## src/rtl/spmv_pkg.sv

```systemverilog
`default_nettype none

package spmv_pkg;

    localparam int addr_w = 48;
    localparam int data_w = 64;

    typedef logic [1:0] reg_idx_t;

    typedef enum logic [2:0] {
        OP_NOP    = 3'd0,
        OP_RST    = 3'd1,
        OP_STEADY = 3'd2,
        OP_LD     = 3'd3,
        OP_READ   = 3'd4,
        OP_RETURN = 3'd5
    } opcode_t;

    // ring word, top bit first
    typedef struct packed {
        logic [51:0] data;
        logic [3:0]  reg_idx;
        logic        broadcast;
        logic [3:0]  pe_id;
        opcode_t     opcode;
    } ring_op_t;

    // r0 result addr, r1 entry base, r2 x base, r3 nonzero count
    typedef struct packed {
        logic [addr_w-1:0] r3;
        logic [addr_w-1:0] r2;
        logic [addr_w-1:0] r1;
        logic [addr_w-1:0] r0;
    } pe_regs_t;

    typedef struct packed {
        logic [31:0] value;
        logic [31:0] col;
    } entry_t;

    typedef enum logic {
        RUN_IDLE,
        RUN_ACTIVE
    } run_state_t;

endpackage

`default_nettype wire

```

## src/rtl/mem_pkg.sv

```systemverilog
`default_nettype none

package mem_pkg;

    // tag bit 0 picks the response consumer
    typedef logic [2:0] mem_tag_t;

    localparam int       tag_x_bit = 0;
    localparam mem_tag_t tag_entry = 3'd0;
    localparam mem_tag_t tag_x     = 3'd1;

    typedef struct packed {
        logic                       ld;
        logic                       st;
        logic [spmv_pkg::addr_w-1:0] addr;
        logic [spmv_pkg::data_w-1:0] d_or_tag;
    } mem_req_t;

    typedef struct packed {
        logic                       push;
        mem_tag_t                   tag;
        logic [spmv_pkg::data_w-1:0] q;
    } mem_rsp_t;

    typedef enum logic [1:0] {
        SRC_NONE,
        SRC_STORE,
        SRC_X,
        SRC_ENTRY
    } req_src_t;

    localparam int queue_depth       = 32;
    localparam int queue_almost_full = 4;

endpackage

`default_nettype wire

```

## src/rtl/entry_fetch.sv

```systemverilog
`timescale 1ns/10ps
`default_nettype none

module entry_fetch
    import spmv_pkg::*;
    import mem_pkg::*;
(
    input  wire           clk,
    input  wire           reset,
    input  wire           run_start,
    input  wire pe_regs_t regs,
    output mem_req_t      entry_req,
    input  wire           req_full,
    input  wire mem_rsp_t entry_rsp,
    output logic          col_push,
    output logic [31:0]   col,
    input  wire           col_full,
    output logic          val_push,
    output logic [31:0]   val
);

    logic [addr_w-1:0] left;
    logic [addr_w-1:0] index;
    entry_t            entry;

    always_ff @(posedge clk) begin
        // address of the current entry, 8 bytes apart
        entry_req.addr     <= regs.r1 + {index[addr_w-4:0], 3'b000};
        entry_req.d_or_tag <= {61'd0, tag_entry};
        if (reset) begin
            left         <= '0;
            index        <= '0;
            entry_req.ld <= 1'b0;
            entry_req.st <= 1'b0;
        end else begin
            entry_req.ld <= 1'b0;
            entry_req.st <= 1'b0;
            if (run_start) begin
                left  <= regs.r3;
                index <= '0;
            end else if (left != '0 && !req_full && !col_full) begin
                entry_req.ld <= 1'b1;
                left         <= left - 1'b1;
                index        <= index + 1'b1;
            end
        end
    end

    // column goes to the x loader, value to the accumulator
    assign entry = entry_t'(entry_rsp.q);
    assign col_push = entry_rsp.push;
    assign col = entry.col;
    assign val_push = entry_rsp.push;
    assign val = entry.value;

endmodule

`default_nettype wire

```

## config.mk

```make
export PLATFORM = sky130hd
export DESIGN_NAME = entry_fetch
export DESIGN_NICKNAME = d
export VERILOG_FILES = /design/src/rtl/spmv_pkg.sv /design/src/rtl/mem_pkg.sv /design/src/rtl/entry_fetch.sv
export SDC_FILE = /design/constraint.sdc
export NUM_CORES = 1
export LEC_CHECK = 0
export BUFFER_PORTS_ARGS = -buffer_cell sky130_fd_sc_hd__buf_2
export CORE_UTILIZATION = 30
export DETAILED_ROUTE_END_ITERATION = 10
export PLACE_DENSITY = 0.57
export SLEW_MARGIN = 40
export SYNTH_ARGS = -nofsm -noshare
export SYNTH_HDL_FRONTEND = slang
export SYNTH_SLANG_ARGS = --single-unit
```

## constraint.sdc

```tcl
create_clock -name clk -period 4.2 [get_ports clk]
set_input_delay 0.84 -clock clk [delete_from_list [all_inputs] [get_ports clk]]
set_output_delay 0.84 -clock clk [all_outputs]
set_load 0.01 [all_outputs]
```

### Word-level counts from Yosys, hierarchy flattened

Cells that the tools add are included.

* output and inout port bits: 180
* register bits: 146
* bits of input ports: 265
* word-level logic and storage cells: 18

* muxes and demuxes: 3
* add/sub/neg operators: 3
* reductions and logical operators: 7

Operators with widths (number)
* $mux 48: 2
* $add 48x1->48 const B: 1
* $add 48x48->48: 1
* $reduce_bool 48->1: 1
* $sub 48x1->48 const B: 1
* $logic_and 1x1->1: 2
* $logic_not 1->1: 2
* $reduce_bool 2->1: 1
* $reduce_or 2->1: 1
* $mux 1: 1

### Depth between registers and ports, before layout

* depth in word-level cells: 5
* mapped depth: 11
* depth with buffers taken out: 11

### Worst setup path before layout

OpenSTA, ideal clock, no wires.

* path kind: input to register
* start point: input port regs[51] in the netlist's numbering
* end point: register entry_req[109] in the netlist's numbering
* buffers on the path: 0
* arrival: 3.250 ns
* path slack: 0.823 ns
* stages: 11
* setup time: 0.127 ns
* required time: 4.073 ns
* cells stage by stage: ha_1 fa_1 a21o_1 a311oi_1 nor3b_1 o2111ai_1 a21oi_1 a221o_1 a41oi_1 a41oi_1 xor2_1

* longest elaborated chain between the ends: 1

RTL lines
* from (decl): line entry_fetch.sv:11 `input wire pe_regs_t regs,`
* $add 48x48->48: line entry_fetch.sv:28 `entry_req.addr <= regs.r1 + {index[addr_w-4:0], 3'b000};`
* to (decl): line entry_fetch.sv:12 `output mem_req_t entry_req,`

Every way passes these cells.
A chain may end at the register's enable or synchronous reset.

### Final worst setup path

Ends and elaborated chain as after synthesis.

==> flow_metrics.py <==
metrics = {
    "run_status": {
        "status": "finished, final reports clean",
    },
    "floorplanning": {
        "die_area_sq_um": 30300,
        "design.core.area_sq_um": 28900,
        "io_pins": 445,
        "row_count": 62,
        "dieHeight_um": 174,
        "initial_utilization": 0.307,
        "chipWidth_um": 174,
    },
    "critical_path": {
        "worstPathRequired_ps": 4510,
        "cp_max_fo": 3,
        "crit_chain": "buf_2, ha_1, fa_1, a21o_1, a311oi_1, nor3b_1, o2111ai_1, a21oi_1, a221o_1, a41oi_1, a41oi_1, xor2_1",
        "crit_top_cell": "a41oi_1",
        "worstSetupPathType": "in2reg",
        "worstPathArrival_ps": 3940,
        "critical_path.startpoint_type": "input pin",
        "cp_slowest_cell": "fa_1",
        "max_stage_delay_ps": 420,
        "endpoint_kind": "flip-flop",
        "rrSetupSlack_ps": 710,
    },
    "yosys": {
        "yosysTopAreaCell": "dfxtp_1",
        "synth.top_cells.by_count": "dfxtp_1, buf_4, nor2_1",
        "synth-async-reset-ratio": 0,
        "synth_cell_types": 70,
        "netlist_area_sq_um": 8890,
        "synth_cells": 1044,
        "synth_edf_count": 0,
        "yosysTopAreaCellShare": 0.320,
        "synth-seq-cells": 142,
        "synth_warnings": 0,
        "ys_seq_area_frac": 0.320,
        "yosys-top-cells-area": "dfxtp_1, buf_4, xor2_1",
        "syn_avg_cell_area_sq_um": 8.52,
        "synth_most_common_cell": "dfxtp_1",
        "synth_flop_cell": "dfxtp_1",
    },
    "final_layout": {
        "fill_cells": 3043,
        "fin_cells": 1527,
        "drive_above_1_share": 0.197,
        "fin_nets": 1442,
        "area_growth_pct": 12.4,
        "fin_area_sq_um": 9990,
        "multi_input_area_sq_um": 5130,
        "seq_area_sq_um": 2840,
    },
    "global_routing": {
        "overflow": 0,
        "use_met1": 0.179,
        "grt.total_usage": 0.141,
        "grt_busiest_layer": "met2",
        "antenna_found_initial": 0,
        "grt_pass1_vias": 6717,
        "gr-usage-met3": 0.0435,
        "met2_usage": 0.223,
        "grt_max_degree": 87,
        "grt_pass1_wl_um": 34000,
    },
    "timing": {
        "finalMaxSlewViolations": 0,
        "fin_worst_hold_slack_ps": 491,
        "tightestPinTransition_ps": 679,
        "slew_headroom": 0.540,
        "fmax_mhz": 275,
        "finalHoldViolations": 0,
        "tns_ps": 0,
        "final.min_clock_period_ps": 3640,
        "rsz0062_at_grt": "false",
        "fin_crit_sh": 0.866,
        "setup_viol": 0,
        "fin_skew_ps": 15.6,
        "setup_slack_ps": 564,
    },
    "route": {
        "first_pass_iters": 5,
        "postRouteAntennaNets": 0,
        "wl_um": 21500,
        "vias": 7034,
        "drc_errors": 0,
        "vias_per_cell": 4.61,
        "post_drt_wl_per_cell_um": 14.1,
        "drtIter0Drc": 283,
    },
    "power_and_ir_drop": {
        "vdd_drop_max_v": 0.000261,
        "powerDensity_nw_per_um2": 348,
        "leakage_nw": 4.56,
    },
    "cts": {
        "clockBufferDepth": 2,
        "htreeDepth": 4,
        "clock_latency_ps": 430,
        "cts_resized": 0,
        "clkSinkCount": 142,
        "cts_buffers": 17,
        "postCtsHoldBufs": 0,
        "clk_pin_slew_ps": 70,
        "post_cts_buffers": 0,
        "root_buffer": "clkbuf_16",
        "cts_tree": "yes",
    },
    "job": {
        "drv_cap": 0,
    },
    "place": {
        "numPortBuffers": 149,
        "place_area_sq_um": 9350,
        "dp_cells": 1494,
        "dp_hpwl_um": 16300,
        "place_congestion": 0.836,
        "dpl_worst_slack_ps": 146,
    },
    "worst_hold_path": {
        "hold_path_class": "reg2reg",
    },
}
==> per-stage QoR <==
stage | utilization | power [mW]
detailed placement | 0.323 | 1.85
CTS | 0.345 | 3.54
floorplan | - | 1.83
global placement | 0.323 | 1.85
global route | 0.345 | 3.64
finish | 0.345 | 3.48
==> cells by family (layout without fill, tap and decap cells) <==
family          after synthesis  count (layout)  synth area share
buf+inv                     178             212             0.131
mux                          13              13            0.0146
xor+xnor                    118             118             0.116
flops                       142             142             0.320
simple gates                339             339             0.204
fa+ha+maj                    48              48            0.0684
compound gates              205             205             0.145
other cells                   1              66          0.000422
==> power breakdown <==
part	internal (mW)	switching, mW	total [mW]
registers	1.40	0.0363	1.44
logic	0.158	0.229	0.387
clock network	1.01	0.646	1.65
==> area by class of cell <==
class | instances | area share
multi-input combinational | 788 | 0.513
tap | 384 | 0.0481
timing repair buffer | 159 | 0.0825
clock buffer | 17 | 0.0426
inverter | 21 | 0.00789
sequential | 142 | 0.285
antenna | 1 | 0.000250
clock inverter | 15 | 0.0210
==> placed cells by master, fill, tap and decap left out, types with 6 or more instances in the layout <==
cell       count
a31oi_1        9
conb_1        65
nand3_1       28
nor3_1        18
a21oi_1       78
nand4_1        8
nor2b_1        8
buf_2        149
buf_4          9
or3_1          9
clkbuf_16     17
ha_1          47
xor2_1        71
and2_1        10
nor2_1       130
a21o_1        29
nor4_1         6
dfxtp_1      142
o21a_1        10
and3_1        15
o21ai_0       31
inv_1         21
mux2i_1       13
xnor2_1       47
nand2_1       58
==> flip-flops by register name, indices dropped and copies added, names as in the netlist <==
register,flops
left,48
index,45
entry_req,49
==> worst paths after layout <==
| kind | start | to | cells past startpoint |
|---|---|---|---|
| worst min-delay path | index[44] | index[44] | 2 |
| worst max-delay path | regs[51] | entry_req[109] | 12 |
| worst max register to register | index[0] | entry_req[109] | 11 |
| worst min register to register | index[44] | index[44] | 2 |
==> metal layers <==
layer / vias to the layer above / wire (um)
li1: 3615 / -
met2: 210 / 9630
met3: 42 / 1410
met1: 3167 / 10100
met4: 0 / 339
met5: - / 0
==> critical path: cells and delay by family <==
| family | cells | cell delay (ps) |
|---|---|---|
| xor+xnor | 1 | 170 |
| compound gates | 7 | 2030 |
| simple gates | 1 | 170 |
| fa+ha+maj | 2 | 630 |
| buf+inv | 1 | 100 |
(Power assumes the default switching activity.)
