--- src/rtl/spmv_pkg.sv ---
`default_nettype none

package spmv_pkg;

    localparam int addr_w = 48;
    localparam int data_w = 64;

    typedef logic [1:0] reg_idx_t;

    typedef enum logic [2:0] {
        OP_NOP    = 3'd0,
        OP_RST    = 3'd1,
        OP_STEADY = 3'd2,
        OP_LD     = 3'd3,
        OP_READ   = 3'd4,
        OP_RETURN = 3'd5
    } opcode_t;

    // ring word, top bit first
    typedef struct packed {
        logic [51:0] data;
        logic [3:0]  reg_idx;
        logic        broadcast;
        logic [3:0]  pe_id;
        opcode_t     opcode;
    } ring_op_t;

    // r0 result addr, r1 entry base, r2 x base, r3 nonzero count
    typedef struct packed {
        logic [addr_w-1:0] r3;
        logic [addr_w-1:0] r2;
        logic [addr_w-1:0] r1;
        logic [addr_w-1:0] r0;
    } pe_regs_t;

    typedef struct packed {
        logic [31:0] value;
        logic [31:0] col;
    } entry_t;

    typedef enum logic {
        RUN_IDLE,
        RUN_ACTIVE
    } run_state_t;

endpackage

`default_nettype wire

--- src/rtl/mem_pkg.sv ---
`default_nettype none

package mem_pkg;

    // tag bit 0 picks the response consumer
    typedef logic [2:0] mem_tag_t;

    localparam int       tag_x_bit = 0;
    localparam mem_tag_t tag_entry = 3'd0;
    localparam mem_tag_t tag_x     = 3'd1;

    typedef struct packed {
        logic                       ld;
        logic                       st;
        logic [spmv_pkg::addr_w-1:0] addr;
        logic [spmv_pkg::data_w-1:0] d_or_tag;
    } mem_req_t;

    typedef struct packed {
        logic                       push;
        mem_tag_t                   tag;
        logic [spmv_pkg::data_w-1:0] q;
    } mem_rsp_t;

    typedef enum logic [1:0] {
        SRC_NONE,
        SRC_STORE,
        SRC_X,
        SRC_ENTRY
    } req_src_t;

    localparam int queue_depth       = 32;
    localparam int queue_almost_full = 4;

endpackage

`default_nettype wire

--- src/rtl/sync_fifo.sv ---
`timescale 1ns/10ps
`default_nettype none

module sync_fifo #(
    parameter int width             = 64,
    parameter int depth             = 32,
    parameter int almost_full_count = 4
) (
    input  wire              clk,
    input  wire              reset,
    input  wire              push,
    input  wire              pop,
    input  wire [width-1:0]  d,
    output logic [width-1:0] q,
    output logic             full,
    output logic             empty,
    output logic             almost_full
);

    localparam int ptr_w = $clog2(depth);
    localparam logic [ptr_w:0] full_level = (ptr_w + 1)'(depth);
    localparam logic [ptr_w:0] af_level = (ptr_w + 1)'(depth - almost_full_count);

    logic [width-1:0] mem [depth];
    logic [ptr_w-1:0] wr_ptr;
    logic [ptr_w-1:0] rd_ptr;
    logic [ptr_w:0]   count;
    logic             do_push;
    logic             do_pop;

    assign do_push = push && !full;
    assign do_pop = pop && !empty;

    always_ff @(posedge clk) begin
        if (reset) begin
            wr_ptr <= '0;
            rd_ptr <= '0;
            count  <= '0;
        end else begin
            if (do_push)
                wr_ptr <= wr_ptr + 1'b1;
            if (do_pop)
                rd_ptr <= rd_ptr + 1'b1;
            case ({do_push, do_pop})
                2'b10: count <= count + 1'b1;
                2'b01: count <= count - 1'b1;
                default: ;
            endcase
        end
    end

    // read data lands one cycle after pop
    always_ff @(posedge clk) begin
        if (do_push)
            mem[wr_ptr] <= d;
        if (do_pop)
            q <= mem[rd_ptr];
    end

    assign full = count == full_level;
    assign empty = count == '0;
    assign almost_full = count >= af_level;

endmodule

`default_nettype wire

--- src/rtl/x_fetch.sv ---
`timescale 1ns/10ps
`default_nettype none

module x_fetch
    import spmv_pkg::*;
    import mem_pkg::*;
(
    input  wire               clk,
    input  wire               reset,
    input  wire pe_regs_t     regs,
    input  wire               col_push,
    input  wire [31:0]        col,
    output logic              col_full,
    output mem_req_t          x_req,
    input  wire               req_full,
    input  wire mem_rsp_t     x_rsp,
    input  wire               x_pop,
    output logic [data_w-1:0] x_q,
    output logic              x_empty,
    output logic              x_almost_full
);

    logic        col_pop;
    logic        col_valid;
    logic        col_empty;
    logic        col_af;
    logic [31:0] col_q;

    sync_fifo #(
        .width(32), .depth(queue_depth), .almost_full_count(queue_almost_full)
    ) u_col_q (
        .clk, .reset, .push(col_push), .pop(col_pop), .d(col), .q(col_q),
        .full(), .empty(col_empty), .almost_full(col_af)
    );

    assign col_pop = !col_empty && !req_full;

    always_ff @(posedge clk) begin
        if (reset) begin
            col_valid <= 1'b0;
            col_full  <= 1'b0;
        end else begin
            col_valid <= col_pop;
            col_full  <= col_af;
        end
    end

    // col_q is valid the cycle after its pop
    always_comb begin
        x_req.ld       = col_valid;
        x_req.st       = 1'b0;
        x_req.addr     = regs.r2 + addr_w'({col_q, 3'b000});
        x_req.d_or_tag = {61'd0, tag_x};
    end

    // returned x words wait here for their values
    sync_fifo #(
        .width(data_w), .depth(queue_depth), .almost_full_count(queue_almost_full)
    ) u_x_q (
        .clk, .reset, .push(x_rsp.push), .pop(x_pop), .d(x_rsp.q), .q(x_q),
        .full(), .empty(x_empty), .almost_full(x_almost_full)
    );

endmodule

`default_nettype wire

--- config.mk ---
export PLATFORM = sky130hd
export DESIGN_NAME = x_fetch
export DESIGN_NICKNAME = d
export VERILOG_FILES = /design/src/rtl/spmv_pkg.sv /design/src/rtl/mem_pkg.sv /design/src/rtl/sync_fifo.sv /design/src/rtl/x_fetch.sv
export SDC_FILE = /design/constraint.sdc
export NUM_CORES = 2
export LEC_CHECK = 0
export ABC_AREA = 1
export BUFFER_PORTS_ARGS = -buffer_cell sky130_fd_sc_hd__clkbuf_2
export CORE_AREA = 2 2 970 489
export CTS_BUF_LIST = sky130_fd_sc_hd__clkbuf_4 sky130_fd_sc_hd__clkbuf_8
export DETAILED_ROUTE_END_ITERATION = 8
export DIE_AREA = 0 0 972 491
export GPL_ROUTABILITY_DRIVEN = 0
export GPL_TIMING_DRIVEN = 1
export PLACE_DENSITY = 0.5
export SYNTH_ARGS = -nofsm -noshare
export SYNTH_HDL_FRONTEND = slang
export SYNTH_HIERARCHICAL = 1
export SYNTH_SLANG_ARGS = --single-unit
--- constraint.sdc ---
create_clock -name clk -period 9.8 [get_ports clk]
set_input_delay 0.49 -clock clk [delete_from_list [all_inputs] [get_ports clk]]
set_output_delay 0.49 -clock clk [all_outputs]
set_load 0.01 [all_outputs]
==> After elaboration in Yosys (flattened, before gate mapping) <==
Memory sizes are Yosys's and may differ from the RTL's. A register that Yosys moved wholly into a read port is not among the register bits.
Cells that the tools add are included.
{ "totals": {"reg_bits": 34, "ram_bits": 3072, "out_inout_bits": 181, "memories": 2} }
{ "mem_list": {"columns": ["name", "words", "word_bits", "rd", "rd_ports_with_merged_regs", "write_ports", "line_no", "text"], "rows": [
  ["u_x_q.mem", 32, 64, 1, 1, 1, "sync_fifo.sv:24", "logic [width-1:0] mem [depth];"],
  ["u_col_q.mem", 32, 32, 1, 1, 1, "sync_fifo.sv:24", null]
]} }
{ "classes": {"add_sub_neg": 9, "order_cmp": 2, "eq_ne": 6, "n_mux": 6, "n_reduce_logical": 14} }
{ "ops": {"columns": ["cell", "n"], "rows": [
  ["adder 48 x 35 -> 48 bit", 1],
  ["case mux 6 bit (2 select lines)", 2],
  ["adder 5 x 1 -> 5 bit, second input constant", 4],
  ["adder 6 x 1 -> 6 bit, second input constant", 2],
  ["equality test 6 bit, second input constant", 2],
  [">= comparator 6 x 5 -> 1 bit, second input constant", 2],
  ["zero test 6 bit", 2],
  ["subtractor 6 x 1 -> 6 bit, second input constant", 2],
  ["logical AND 1 bit", 5],
  ["zero test 1 bit", 5],
  ["equality test 2 x 1 -> 1 bit, second input constant", 2],
  ["equality test 2 bit, second input constant", 2],
  ["2-to-1 mux 1 bit", 4],
  ["nonzero test 2 bit", 2]
]} }

==> Longest topological paths before layout <==
{ "logic_depth": {"ltp_word": 6, "depth_mapped": 16, "depth_no_buf": 16} }

==> Modules after synthesis <==
Netlist, hierarchy kept.
{ "modules_own_cells": {"columns": ["mod", "n_inst", "cells_each", "area_per_inst_um2", "seq_area_each_um2"], "rows": [
  ["sync_fifo at u_x_q", 1, 8820, 91079.9, 63741.1],
  ["sync_fifo at u_col_q", 1, 4142, 45269.7, 32030.7],
  ["x_fetch", 1, 747, 3844.9, 40.0]
]} }

==> Worst setup path before layout <==
Ideal clock, no wire load.
{ "synth_timing": {"path_kind": "register -> register", "start": "register u_x_q.count[0]", "end": "memory u_x_q.mem[3][0], enable pin", "setup_ps": 565, "arrival_time_ps": 5205, "setup_slack_ps": 4030, "stages_incl_launch_ff": 6, "n_path_buf": 1, "synth_period_minus_slack_ps": 5770, "cell_sequence": "dfxtp_1 > nor2_1 > nand4_1 > nand2_1 > clkbuf_1 > nor3_1"} }
{ "synth_via": {"elab_chain_cells": 5} }
{ "synth_lines": {"columns": ["element", "line_no", "text"], "rows": [
  ["start, declared", "sync_fifo.sv:27", "logic [ptr_w:0] count;"],
  ["start signal, assigned", "sync_fifo.sv:45", "2'b10: count <= count + 1'b1;"],
  ["start signal, assigned", "sync_fifo.sv:46", "2'b01: count <= count - 1'b1;"],
  ["equality test 6 bit", "sync_fifo.sv:60", "assign full = count == full_level;"],
  ["zero test 1 bit", "sync_fifo.sv:31", "assign do_push = push && !full;"],
  ["logical AND 1 bit", "sync_fifo.sv:31", null],
  ["2-to-1 mux 1 bit", "sync_fifo.sv:54", "if (do_push)"],
  ["2-to-1 mux 1 bit (not written as such)", "sync_fifo.sv:55", "mem[wr_ptr] <= d;"],
  ["end, declared", "sync_fifo.sv:24", null]
]} }
No other way between the ends.

==> results by group <==
Worst setup path
  – Peak fanout along the critical path: 39
  – WS Path Type: flop to flop
  – Worst EP required: 10.46 ns
  – CP Data Arrival Time: 5.47 ns
  – Crit start category: flop
  – CP Capture Type: flop

Global route
  – Total track usage: 17.5%
  – Total grt overflow: 0
  – Pin count of the biggest net entering global routing: 190
  – Global-route wire length before repair: ~620000 um
  – Vias in the first global route: approximately 86000
  – Antenna violations before repair: 33

Finish
  – Share of cells above drive strength 1: 9.07%
  – Area grow syn2layout: 12.5%
  – Final #Nets: between 10000 and 15000
  – Non-filler cells, final: 20700

Floorplan
  – DIE WIDTH: 972 um
  – Die Y: 491 um
  – # IOs: roughly 480
  – Die ar.: roughly 480000 um2
  – Core box area: around 470000 um2
  – Initial core utilization: 29.9%
  – Rows: about 180

Timing
  – Hold Violations, Final: 0
  – Hold WS: between 0.09 and 0.1 ns
  – RSZ-0062 raised after global routing: no
  – Maximum achievable frequency: 0.208 GHz
  – Slack of the critical path: 4.99 ns
  – Clk_skew: 0.139 ns
  – Setup TNS: 0 ns
  – Slew headroom: 16.5%
  – Final period util: 49.1%
  – Final min period: 4.81 ns
  – Count of final setup violators: 0
  – Max Slew Vio Count: 0
  – Slew of the pin with the lowest slew margin: 1.25 ns

Clocking
  – Setup bufs post-CTS: 0
  – Skew-Pair Late Insertion Delay: 1.15 ns
  – CTS tree: yes
  – Clock Path Buffers: 4
  – Cts bufs inserted: 467
  – Root buffer cell: clkbuf_8
  – Clock Sinks: between 3000 and 4000
  – Worst-path clk slew: 0.07 ns
  – H-tree Lvls: 5

Logic synthesis
  – Post-synthesis area per instance: 10.2 um2
  – Ys Warns: 6
  – Post-Syn Instances: 13700
  – Mapped Area: 140000 um2

Power
  – P_int: 23300 uW
  – Net Sw Frac: 34.8%
  – Seq pwr share: 44.5%
  – Total chip power: 35700 uW
  – NetSw: about 12000 uW
  – Leakage power: 0.0658 uW
  – Pwr dens: 227 nW/um2
  – Peak VDD IR: 0.207 mV
  – Power share of the combinational group: 25.4%
  – Clock Power Share: between 30% and 40%

Route
  – Vias per cell: approximately 4.5
  – Number of DRC markers in iteration 0: between 10000 and 15000
  – Number of nets with antenna violations after routing: 0
  – Wirelength per Cell: 20.9 um
  – Final wirelength: 433000 um
  – DR pass1 iterations: 6
  – DR vias: slightly above 90000
  – # DRC: 0

Status
  – Status: complete, no violations

Hold path
  – Worst hold path class: input port to flop

Flow run
  – Max-cap violations: 0

Place
  – Final HPWL DP: 237000 um
  – Place WS: about 5.2 ns
  – Placed Cells: 19800
  – IO Port Bufs: 259
==> worst max-delay path: stages (launching register included) <==
cell and delay, ns:
dfxtp_4 0.98, clkinv_2 0.90, nand2_4 0.80, buf_4 0.68
a21oi_1 0.09, nor2_1 0.24, nand2_1 0.15, nand2_1 0.17
inv_1 0.33
==> final cells by class <==
cell class	instances	area [um2]
multi-input cells	7525	32700
diodes	20	50.0
flip-flops and latches	3202	95800
inverters	2328	8820
clock inverters	207	1180
well taps	6300	7880
fillers	47600	311000
repair buffers	509	3590
clock buffers	636	7760
==> per-layer routing <==
metal / track usage, % / part of all wire, % / vias to the layer above / routed length, um
met5: 0 / 0.037 / - / 159
met4: 3.29 / 1.8 / 24 / 7660
met3: 4.38 / 9.6 / 564 / 41600
met2: 21.5 / 36 / 3294 / 157000
met1: 29.8 / 52 / 45000 / 227000
li1: - / - / 44700 / -
==> cells in the final DEF (no fill, tap or decap), drive strengths merged <==
master / n
o21ai: 27
a21oi: 118
dfxtp: 34
clkbuf: 895
nor2: 231
conb: 65
clkinv: 182
nand3b: 2
o31ai: 2
xor2: 33
edfxtp: 3168
o211ai: 32
nor4: 2
or2: 2
a21o: 2
clkinvlp: 9
nand2: 4910
diode: 20
a31oi: 3
nand4: 10
ha: 52
buf: 175
xnor2: 6
fa: 3
o21bai: 1
bufinv: 5
nor3: 18
dlygate4sd3: 75
inv: 2339
nand3: 2006
==> flip-flops by register name, summed over array words and instances (netlist names) <==
name and count:
u_col_q/q 32, u_col_q/mem 1024, u_x_q/mem 2048, u_col_q/rd_ptr 5
u_x_q/q 64, col_full 1, u_x_q/wr_ptr 5, col_valid 1
u_x_q/rd_ptr 5, u_col_q/wr_ptr 5, u_x_q/count 6, u_col_q/count 6
==> path summary, 6_finish.rpt <==
kind | startpoint | endpoint | slack [ns] | depth (start not counted)
setup reg to reg | u_col_q/rd_ptr[2] | u_col_q/q[15] | 4.99 | 8
hold / removal | x_rsp[23] | u_x_q/mem[23][23] | 0.1 | 1
hold reg to reg | u_x_q/count[1] | u_x_q/count[1] | 0.56 | 2
setup / recovery | u_col_q/rd_ptr[2] | u_col_q/q[15] | 4.99 | 8
==> through the flow <==
stage / cell area, um2 / util, %
after CTS: 158000 / 33.7
after detailed placement: 148000 / 31.6
after global placement: 148000 / 31.6
final: 158000 / 33.7
after floorplan: 140000 / -
after global routing: 158000 / 33.7
==> power groups by stage <==
stage | sequential [uW] | combinational [uW] | clock, uW
3_3_place_gp | 16200 | 8960 | 0
4_1_cts | 15900 | 9040 | 11000
3_5_place_dp | 16200 | 8970 | 0
2_1_floorplan | 16000 | 6060 | 0
6_report | 15900 | 9090 | 10700
5_1_grt | 15900 | 10100 | 11600
==> repair_timing <==
item | in CTS | in global routing
hold endpoints to repair | 1927 | 0
resized for setup | 0 | 0
hold buffers | 75 | 0
No activity file was read; power rests on OpenSTA's default activity.
