`src/rtl/spmv_pkg.sv`:
```
`default_nettype none

package spmv_pkg;

    localparam int addr_w = 48;
    localparam int data_w = 64;

    typedef logic [1:0] reg_idx_t;

    typedef enum logic [2:0] {
        OP_NOP    = 3'd0,
        OP_RST    = 3'd1,
        OP_STEADY = 3'd2,
        OP_LD     = 3'd3,
        OP_READ   = 3'd4,
        OP_RETURN = 3'd5
    } opcode_t;

    // ring word, top bit first
    typedef struct packed {
        logic [51:0] data;
        logic [3:0]  reg_idx;
        logic        broadcast;
        logic [3:0]  pe_id;
        opcode_t     opcode;
    } ring_op_t;

    // r0 result addr, r1 entry base, r2 x base, r3 nonzero count
    typedef struct packed {
        logic [addr_w-1:0] r3;
        logic [addr_w-1:0] r2;
        logic [addr_w-1:0] r1;
        logic [addr_w-1:0] r0;
    } pe_regs_t;

    typedef struct packed {
        logic [31:0] value;
        logic [31:0] col;
    } entry_t;

    typedef enum logic {
        RUN_IDLE,
        RUN_ACTIVE
    } run_state_t;

endpackage

`default_nettype wire

```
`src/rtl/op_ring_ctrl.sv`:
```
`timescale 1ns/10ps
`default_nettype none

module op_ring_ctrl
    import spmv_pkg::*;
#(
    parameter logic [3:0] pe_id = 4'd0
) (
    input  wire           clk,
    input  wire           reset,
    input  wire ring_op_t op_in,
    output ring_op_t      op_out,
    input  wire           busy_in,
    output logic          busy_out,
    output pe_regs_t      regs,
    output logic          run_start,
    input  wire           run_done
);

    ring_op_t   op_in_r;
    ring_op_t   op_r;
    ring_op_t   next_op_out;
    logic       busy_in_r;
    logic       hit;
    reg_idx_t   idx;
    run_state_t run_state;

    // decode stage acts on broadcast ops and ops for this id
    assign hit = op_r.broadcast || (op_r.pe_id == pe_id);
    assign idx = op_r.reg_idx[1:0];

    // a read for us takes the slot of the op passing through
    always_comb begin
        next_op_out = op_in_r;
        if (hit && op_r.opcode == OP_READ) begin
            next_op_out.opcode    = OP_RETURN;
            next_op_out.pe_id     = pe_id;
            next_op_out.broadcast = 1'b0;
            next_op_out.reg_idx   = op_r.reg_idx;
            next_op_out.data      = {4'd0, regs[idx*addr_w +: addr_w]};
        end
    end

    always_ff @(posedge clk) begin
        if (reset) begin
            op_in_r   <= '0;
            op_r      <= '0;
            op_out    <= '0;
            busy_in_r <= 1'b0;
            busy_out  <= 1'b0;
        end else begin
            op_in_r   <= op_in;
            op_r      <= op_in_r;
            op_out    <= next_op_out;
            busy_in_r <= busy_in;
            busy_out  <= busy_in_r || (run_state == RUN_ACTIVE);
        end
    end

    always_ff @(posedge clk) begin
        if (reset) begin
            regs      <= '0;
            run_state <= RUN_IDLE;
            run_start <= 1'b0;
        end else begin
            run_start <= 1'b0;
            if (run_done)
                run_state <= RUN_IDLE;
            if (hit) begin
                case (op_r.opcode)
                    OP_RST: begin
                        regs      <= '0;
                        run_state <= RUN_IDLE;
                    end
                    OP_LD: regs[idx*addr_w +: addr_w] <= op_r.data[addr_w-1:0];
                    OP_STEADY: begin
                        run_start <= 1'b1;
                        run_state <= RUN_ACTIVE;
                    end
                    default: ;
                endcase
            end
        end
    end

endmodule

`default_nettype wire

```
`config.mk`:
```
export PLATFORM = sky130hd
export DESIGN_NAME = op_ring_ctrl
export DESIGN_NICKNAME = d
export VERILOG_FILES = /design/src/rtl/spmv_pkg.sv /design/src/rtl/op_ring_ctrl.sv
export SDC_FILE = /design/constraint.sdc
export NUM_CORES = 1
export LEC_CHECK = 0
export BUFFER_PORTS_ARGS = -buffer_cell sky130_fd_sc_hd__buf_4
export CAP_MARGIN = 5
export CORE_MARGIN = 3
export CORE_UTILIZATION = 42
export DETAILED_ROUTE_END_ITERATION = 7
export GPL_ROUTABILITY_DRIVEN = 0
export GPL_TIMING_DRIVEN = 0
export PLACE_DENSITY = 0.65
export SLEW_MARGIN = 20
export SYNTH_ARGS = -nofsm -noshare
export SYNTH_HDL_FRONTEND = slang
export SYNTH_SLANG_ARGS = --single-unit
```
`constraint.sdc`:
```
create_clock -name clk -period 6.4 [get_ports clk]
set_clock_uncertainty 0.2 [all_clocks]
set_input_delay 0.32 -clock clk [delete_from_list [all_inputs] [get_ports clk]]
set_output_delay 0.32 -clock clk [all_outputs]
set_load 0.01 [all_outputs]
```
# Word level (Yosys, flattened, before mapping)
# Index checks and enable logic that the tools add are counted.
# W data, S select, Z words.
op_classes:
  add_sub_neg: 1
  n_mul: 1
  n_div: 0
  order_cmp: 0
  eq_ne: 4
  n_shift: 3
  muxes: 7
  n_bitwise: 1
  n_reduce_logical: 8
op_table:
  columns: ["operator", "count"]
  rows:
  - ["$pmux W192 S2", 1]
  - ["$bwmux W192", 1]
  - ["$shift A48 B34 Y192 const A", 1]
  - ["$shiftx A192 B9 Y48", 1]
  - ["$shiftx A48 B34 Y192", 1]
  - ["$mux W60", 1]
  - ["$neg A8 Y34", 1]
  - ["$eq A3 B2 Y1 const B", 2]
  - ["$logic_not A4 Y1", 1]
  - ["$mul A2 B2 Y4 const B", 1]
  - ["$reduce_or A2 Y1", 2]
  - ["$eq A3 B1 Y1 const B", 1]
  - ["$eq A3 B3 Y1 const B", 1]
  - ["$mux W1", 3]
  - ["$logic_or A1 B1 Y1", 2]
  - ["$pmux W1 S2", 1]
  - ["$reduce_and A2 Y1", 1]
  - ["$reduce_bool A2 Y1", 1]
  - ["$logic_and A1 B1 Y1", 1]
  - ["$not A1 Y1", 1]
totals:
  register_bits: 384
  latchBits: 0
  ram_bits: 0
  romBits: 0
  in_bits: 68
  output_inout_bits: 258
  elab_cells: 50
  mem_count: 0

# Longest topological paths before layout
# Gate-level depths: netlist (run 1).
depth:
  word_depth: 5
  mapped_depth: 12
  ltp_nobuf: 6

# Least setup slack after synthesis (run 1)
# No wires, ideal clock.
synth_path:
  kind: "register to register"
  startpoint: "register op_r (netlist bit idx[1])"
  endpoint: "register regs[102] (netlist bit)"
  setup_time_ns: 0.059
  arrival_ns: 3.149
  required_ns: 6.141
  setup_slack_ns: 2.993
  path_stages_with_launch: 12
  path_buffers: 5
  period_less_slack_ns: 3.407
  path_cell_list: "dfxtp_1 buf_1 buf_1 inv_1 ha_1 clkbuf_1 or4bb_1 a2111oi_4 and2_1 buf_4 buf_6 a22o_1"
synth_between:
  elab_chain_cells: 5
  word_cells_on_any_way: 6
  cone_classes: "add/sub: 1; mul: 1; shift: 2; mux: 2"
synth_lines:
  columns: ["item", "line_no", "source"]
  rows:
  - ["from (decl)", "op_ring_ctrl.sv:21", "ring_op_t op_r;"]
  - ["from (signal assigned)", "op_ring_ctrl.sv:53", "op_r <= op_in_r;"]
  - ["$mul A2 B2 Y4 (*)", "op_ring_ctrl.sv:75", "OP_LD: regs[idx*addr_w +: addr_w] <= op_r.data[addr_w-1:0];"]
  - ["$neg A8 Y34 (*)", "op_ring_ctrl.sv:75", null]
  - ["$shiftx A48 B34 Y192 / $shift A48 B34 Y192 (equally long branches)", "op_ring_ctrl.sv:75", null]
  - ["$bwmux W192 (*)", "op_ring_ctrl.sv:75", null]
  - ["$pmux W192 S2 (*)", "op_ring_ctrl.sv:70", "case (op_r.opcode)"]
  - ["to (signal, indexed assignment)", "op_ring_ctrl.sv:75", null]
  - ["to (decl)", "op_ring_ctrl.sv:15", "output pe_regs_t regs,"]
# Mark *: on every way between the ends. The rest lies on a longest branch, timed or not.
# A chain may end at the register's enable or synchronous reset.

# Worst setup path in the final report (run 1)
layout_path:
  startpoint: "register op_r (netlist bit idx[1])"
  endpoint: "register regs[89] (netlist bit)"
# The elaborated chain is that of the path after synthesis.

==> impl_metrics.csv, run 1 <==
group,metric,value,unit
clock_tree,htreeDepth,2,
routing,routedWlPerCell,24.48,um
cells_and_area,fin_cells,2218,
power_and_ir_drop,switching_share,0.2337,
power_and_ir_drop,p_seq_frac,0.470,
power_and_ir_drop,p_leak,7.703,nW
job,max_cap_viol_count,0,
clock_tree,clock_sink_count,384,
timing,period_needed,5367,ps
critical_path,crit_family,"buffers and inverters",
clock_tree,cts_inserted_buffers,41,
die,core,32950,um2
place,dp.cells,2076,
worst_hold_path,hold_depth,3,
power_and_ir_drop,p_int,4.056,mW
critical_path,worstSetupEndpointType,"register",
worst_hold_path,min_from,"reset",
cells_and_area,mostFrequentLayoutCell,"dfxtp_1",
synth,synthesis.area,14230,um2
power_and_ir_drop,peakVddDrop,0.1762,mV
timing,slew_violations,0,
synth,syn_area_per_cell,10.87,um2
clock_tree,cts_root_buffer,"clkbuf_16",
global_routing,grt_max_degree,14,
synth,synth-edff-count,0,
timing,setup_viol,0,
cells_and_area,drive_gt1_frac,0.2652,
clock_tree,cts.repair.resized,0,
critical_path,slowest_stage,"nor4_2",
cells_and_area,fin_nets,1818,
die,dieHeight,190.1,um
critical_path,crit_buf_inv,5,
critical_path,r2r-end,"regs[89]$_SDFFE_PP0P_",
routing,via_count,12500,
synth,seq_area_frac_synth,0.5402,
global_routing,grt_pass1_wl,78760,um
routing,wl,54290,um
global_routing,gr-total-overflow,0,
die,start_util,0.4319,
cells_and_area,n_antenna_cell,0,
routing,dr.first_iter.drc_count,1609,
synth,synthCells,1309,
critical_path,reg2reg_depth,10,
global_routing,antenna_found_initial,0,
outcome,status,"completed",
critical_path,startpoint,"idx[1]$_SDFF_PP0_",
clock_tree,clockBufferDepth,3,
cells_and_area,fillers,2813,
critical_path,crit_path_start_kind,"register",
timing,relSlewSlack,0.2902,
timing,rsz0062_at_grt,"false",
synth,ys_ff_latch,384,
power_and_ir_drop,clkPwrFrac,0.460,
synth,syn_nets,1383,
worst_hold_path,min_path_type,"input pin to register",
cells_and_area,area_delta_synth_final,35.61,%
critical_path,crit_chain,"buf_1, buf_1, inv_1, ha_1, clkbuf_1, nor4bb_1, o21ai_1, nor4_2, clkbuf_1, a22o_1",
routing,viasPerCell,5.637,
die,die_w,190.1,um
power_and_ir_drop,power.switching,1.237,mW
cells_and_area,final_cell_mix,"384 x dfxtp_1, 327 x buf_4, 156 x nand2_1",
timing,timing.final.hold_violations,0,
die,dieArea,36130,um2
timing,max_freq,0.1863,GHz
synth,synth.distinct_cells,48,
global_routing,grt_pass1_vias,11900,
synth,synthTopCellsByArea,"dfxtp_1 54%, mux4_2 7.6%, a22o_1 6.8%",
routing,drc,0,
place,portBuffers,325,
cells_and_area,regArea,7687,um2
synth,async_reset_ff_frac,0,
worst_hold_path,hold_end,"op_r[5]$_SDFF_PP0_",
critical_path,crit_arrival,5630,ps
power_and_ir_drop,pwr-share-comb,0.070,
critical_path,required,6670,ps
critical_path,critPathKind,"register to register",
die,rows,66,
critical_path,r2r_setup_slack,1030,ps
clock_tree,insertion_delay,530,ps
timing,worst_pin_slew,1056,ps
synth,synth_top_area_frac,0.5402,
critical_path,critPathMaxFanout,10,
synth,yosysWarningCount,0,
routing,dr.pass1.iters,6,
clock_tree,path_clk_slew,60,ps
synth,synth_top_area_cell,"dfxtp_1",
critical_path,timing.rr.start,"idx[1]$_SDFF_PP0_",
synth,ys.flop_type,"dfxtp_1",
timing,post-route-period-util,0.8386,
critical_path,max_stage_delay,860,ps
routing,drtAntennaViolNets,0,
clock_tree,cts_tree,"built",
die,boundaryPins,326,
global_routing,globalRouteTotalUtil,0.2884,
power_and_ir_drop,powerDensity,274.2,nW/um2
cells_and_area,multi_input_area,6027,um2
timing,fin_setup_tns,0,ps
place,place_hpwl,41250,um
-- logic make-up after synthesis --
| family | after synthesis | synth area share |
|---|---|---|
| adder cells (fa/ha/maj) | 6 | 0.005275 |
| multiplexers | 49 | 0.07667 |
| AO/OA/AOI/OAI | 370 | 0.2082 |
| flip-flops | 384 | 0.5402 |
| XOR/XNOR | 1 | 0.0006156 |
| AND/OR/NAND/NOR | 368 | 0.1321 |
| buffers and inverters | 131 | 0.03693 |
-- power by group through the flow --
stage / clock (mW) / combinational (mW) / sequential, mW
after floorplan: 0 / 0.178 / 2.53
after global placement: 0 / 0.328 / 2.54
final: 2.43 / 0.370 / 2.49
after global routing: 2.55 / 0.395 / 2.49
after detailed placement: 0 / 0.331 / 2.54
after CTS: 2.46 / 0.365 / 2.49
-- synth_stat cells, drive strengths merged, types with 10 or more instances --
library cell and number:
nor2b 128, mux4 48, o2bb2ai 76, nor2 31
clkbuf 91, nand2 156, dfxtp 384, o32ai 17
a22oi 36, a21oi 73, inv 19, nand2b 10
buf 21, a21boi 13, a2bb2oi 12, o211a 16
and2 16, a22o 111
-- layer usage --
| metal | vias up | track usage | share of wire |
|---|---|---|---|
| met5 | - | 0 | 0 |
| met4 | 0 | 0.07933 | 0.029 |
| met3 | 120 | 0.05436 | 0.098 |
| met2 | 729 | 0.4572 | 0.45 |
| met1 | 6047 | 0.4050 | 0.42 |
| li1 | 5606 | - | - |
-- worst register-to-register path, cell delays in order, from the launching register on --
cell and delay, ps:
dfxtp_1 500, buf_1 770, buf_1 600, inv_1 300, ha_1 260, clkbuf_1 210
nor4bb_1 430, o21ai_1 270, nor4_2 860, clkbuf_1 650, a22o_1 240
-- layout make-up --
class / instances / area share
Sequential cell: 384 / 0.3983
Multi-Input combinational cell: 794 / 0.3123
Timing Repair Buffer: 392 / 0.1614
Clock buffer: 60 / 0.06373
Tap cell: 442 / 0.02866
Buffer: 112 / 0.02360
Clock inverter: 15 / 0.008234
Inverter: 19 / 0.003696
-- per-stage QoR --
step / hold WS [ps] / total power [mW] / setup WS (ps) / util / instance area, um2
6_report: 187.2 / 5.292 / 1033 / 0.5857 / 19300
3_5_place_dp: 214.5 / 2.869 / 1213 / 0.5227 / 17220
3_3_place_gp: 206.9 / 2.866 / 1276 / 0.5227 / 17220
4_1_cts: 167.9 / 5.307 / 1180 / 0.5849 / 19270
2_1_floorplan: 205.7 / 2.708 / 2993 / - / 14230
5_1_grt: 237.8 / 5.441 / 863.5 / 0.5857 / 19300
-- what timing repair did --
| action | CTS | global route |
|---|---|---|
| hold buffers | 66 | 0 |
| endpoints found under the hold margin | 66 | 0 |
| setup buffers | 0 | 0 |
-- sequential cells by signal, indices dropped and copies added (netlist names) --
name       count
idx            2
op_out        64
busy_in_r      1
run_start      1
op_in_r       64
run_state      1
regs         192
busy_out       1
op_r          58
-- worst max-delay path by stage --
stage / to / cells past startpoint
2_1_floorplan: regs[102]$_SDFFE_PP0P_ / 11
3_3_place_gp: regs[61]$_SDFFE_PP0P_ / 11
3_5_place_dp: regs[188]$_SDFFE_PP0P_ / 11
4_1_cts: regs[61]$_SDFFE_PP0P_ / 11
5_1_grt: regs[125]$_SDFFE_PP0P_ / 11
6_report: regs[89]$_SDFFE_PP0P_ / 10
Power figures use the tool's default switching activity.
==> run 2, diff against run 1 <==
Settings changed: PLACE_DENSITY 0.65 to 0.67.
Clock period 6.4 ns to 4.7 ns, I/O delays scaled along.
==> run 2 against run 1 <==
Net effect: sequential share of layout area is essentially flat; non-clock buffer count shrank 2; final cell count is essentially flat; count of clock-buffer cells in the layout is the same; combinational power grew 36%; critical path depth grew 2; setup slack lost 760 ps; die area is the same; power grew 36%; largest power group unchanged; highest routed layer unchanged.
==> impl_metrics.csv, run 2 (synthesized netlist as in run 1, its figures left out) <==
group,metric,value,unit
outcome,status,"completed",
cells_and_area,largest-register,"regs",
power_and_ir_drop,p_seq_frac,0.470,
clock_tree,path_clk_slew,60,ps
power_and_ir_drop,p_leak,7.716,nW
power_and_ir_drop,powerDensity,373.3,nW/um2
power_and_ir_drop,power.switching,1.688,mW
place,portBuffers,325,
timing,fin_setup_tns,0,ps
cells_and_area,n_antenna_cell,0,
die,boundaryPins,326,
die,rows,66,
global_routing,grt_pass1_vias,12080,
timing,period_needed,4422,ps
worst_hold_path,min_path_type,"input pin to register",
clock_tree,cts_setup_buffers,0,
timing,rsz0062_at_grt,"false",
routing,wl,54190,um
clock_tree,cts_tree,"built",
global_routing,grt_max_degree,20,
global_routing,antenna_found_initial,0,
cells_and_area,area_delta_synth_final,35.58,%
cells_and_area,final_cell_mix,"384 x dfxtp_1, 327 x buf_4, 156 x nand2_1",
die,die_w,190.1,um
critical_path,critPathMaxFanout,13,
die,core,32950,um2
routing,routedWlPerCell,24.44,um
timing,worst_pin_slew,1046,ps
clock_tree,cts_root_buffer,"clkbuf_16",
clock_tree,cts_inserted_buffers,41,
cells_and_area,fin_nets,1816,
clock_tree,htreeDepth,2,
cells_and_area,mostFrequentLayoutCell,"dfxtp_1",
critical_path,timing.rr.start,"idx[0]$_SDFF_PP0_",
routing,drtAntennaViolNets,0,
critical_path,crit_arrival,4680,ps
die,start_util,0.4319,
cells_and_area,fin_util,0.5856,
critical_path,crit_path_start_kind,"register",
global_routing,grt_pass1_wl,78800,um
power_and_ir_drop,p_int,5.514,mW
timing,relSlewSlack,0.3027,
power_and_ir_drop,pwr-share-comb,0.070,
routing,dr.pass1.iters,6,
critical_path,worstSetupEndpointType,"register",
place,place_hpwl,41250,um
critical_path,startpoint,"idx[0]$_SDFF_PP0_",
critical_path,required,4960,ps
routing,via_count,12590,
global_routing,globalRouteTotalUtil,0.2889,
die,dieHeight,190.1,um
job,max_cap_viol_count,0,
worst_hold_path,min_from,"reset",
critical_path,critPathKind,"register to register",
cells_and_area,largest_register_ff_count,192,
cells_and_area,drive_gt1_frac,0.2676,
global_routing,gr-total-overflow,0,
power_and_ir_drop,clkPwrFrac,0.460,
power_and_ir_drop,switching_share,0.2344,
timing,setup_viol,0,
routing,dr.first_iter.drc_count,1492,
power_and_ir_drop,peakVddDrop,0.2176,mV
clock_tree,clock_sink_count,384,
timing,timing.final.hold_violations,0,
routing,drc,0,
routing,viasPerCell,5.679,
timing,post-route-period-util,0.9408,
cells_and_area,largest_registers,"regs: 192 flops, op_in_r: 64 flops, op_out: 64 flops",
die,dieArea,36130,um2
timing,max_freq,0.2261,GHz
timing,slew_violations,0,
clock_tree,insertion_delay,550,ps
clock_tree,clockBufferDepth,3,
## run 2: power groups by stage
stage | Sequential (mW) | Combinational (mW) | Clock [mW]
floorplan | 3.44 | 0.242 | 0
global placement | 3.46 | 0.444 | 0
detailed placement | 3.46 | 0.451 | 0
CTS | 3.38 | 0.498 | 3.33
global route | 3.39 | 0.538 | 3.47
finish | 3.39 | 0.505 | 3.31
## run 2: worst paths after layout
kind,to,slack (ps),depth (start not counted)
min,op_r[5]$_SDFF_PP0_,110,3
min reg2reg,op_out[60]$_SDFF_PP0_,230,1
max,regs[60]$_SDFFE_PP0P_,280,12
max reg2reg,regs[60]$_SDFFE_PP0P_,280,12
## run 2: metal layers
metal	GRT usage	vias up	routed length [um]
met4	0.07933	0	1689
met3	0.05454	115	5709
li1	-	5619	-
met5	0	-	0
met1	0.4025	6054	22670
met2	0.4617	802	24120
## run 2: area by class of cell
type                            instances  area (um2)
Fill cell                            2808       13650
Sequential cell                       384        7687
Multi-Input combinational cell        794        6022
Timing Repair Buffer                  391        3100
Clock buffer                           60        1260
Tap cell                              442       553.0
Buffer                                111       456.7
Clock inverter                         16       143.9
Inverter                               19       71.32
## run 2: per-stage QoR
step / hold slack [ps] / area (um2) / worst slack, ps / total power [mW] / std cells
floorplan: 163.2 / 14230 / 1293 / 3.687 / 1309
global placement: 208.7 / 17220 / -419.3 / 3.900 / 2076
detailed placement: 216.0 / 17230 / -474.7 / 3.907 / 2076
CTS: 94.93 / 19300 / 130.0 / 7.216 / 2217
global route: 136.2 / 19290 / 158.5 / 7.398 / 2217
finish: 105.2 / 19290 / 278.0 / 7.203 / 2217
## run 2: worst max-delay path: stages (launching register included)
cell and delay, ps:
dfxtp_1 330, buf_2 170, inv_1 110, clkbuf_1 380
clkbuf_2 410, ha_1 240, clkbuf_1 370, clkbuf_1 450
nand2_1 110, nor2_1 430, clkbuf_1 540, a22oi_1 380
o2bb2ai_1 220
## run 2: timing repair
| action | in CTS | in global routing |
|---|---|---|
| endpoints found under the hold margin | 66 | 0 |
| setup endpoints to repair | 138 | 47 |
| hold buffers | 66 | 0 |
| gates resized for setup | 2 | 5 |
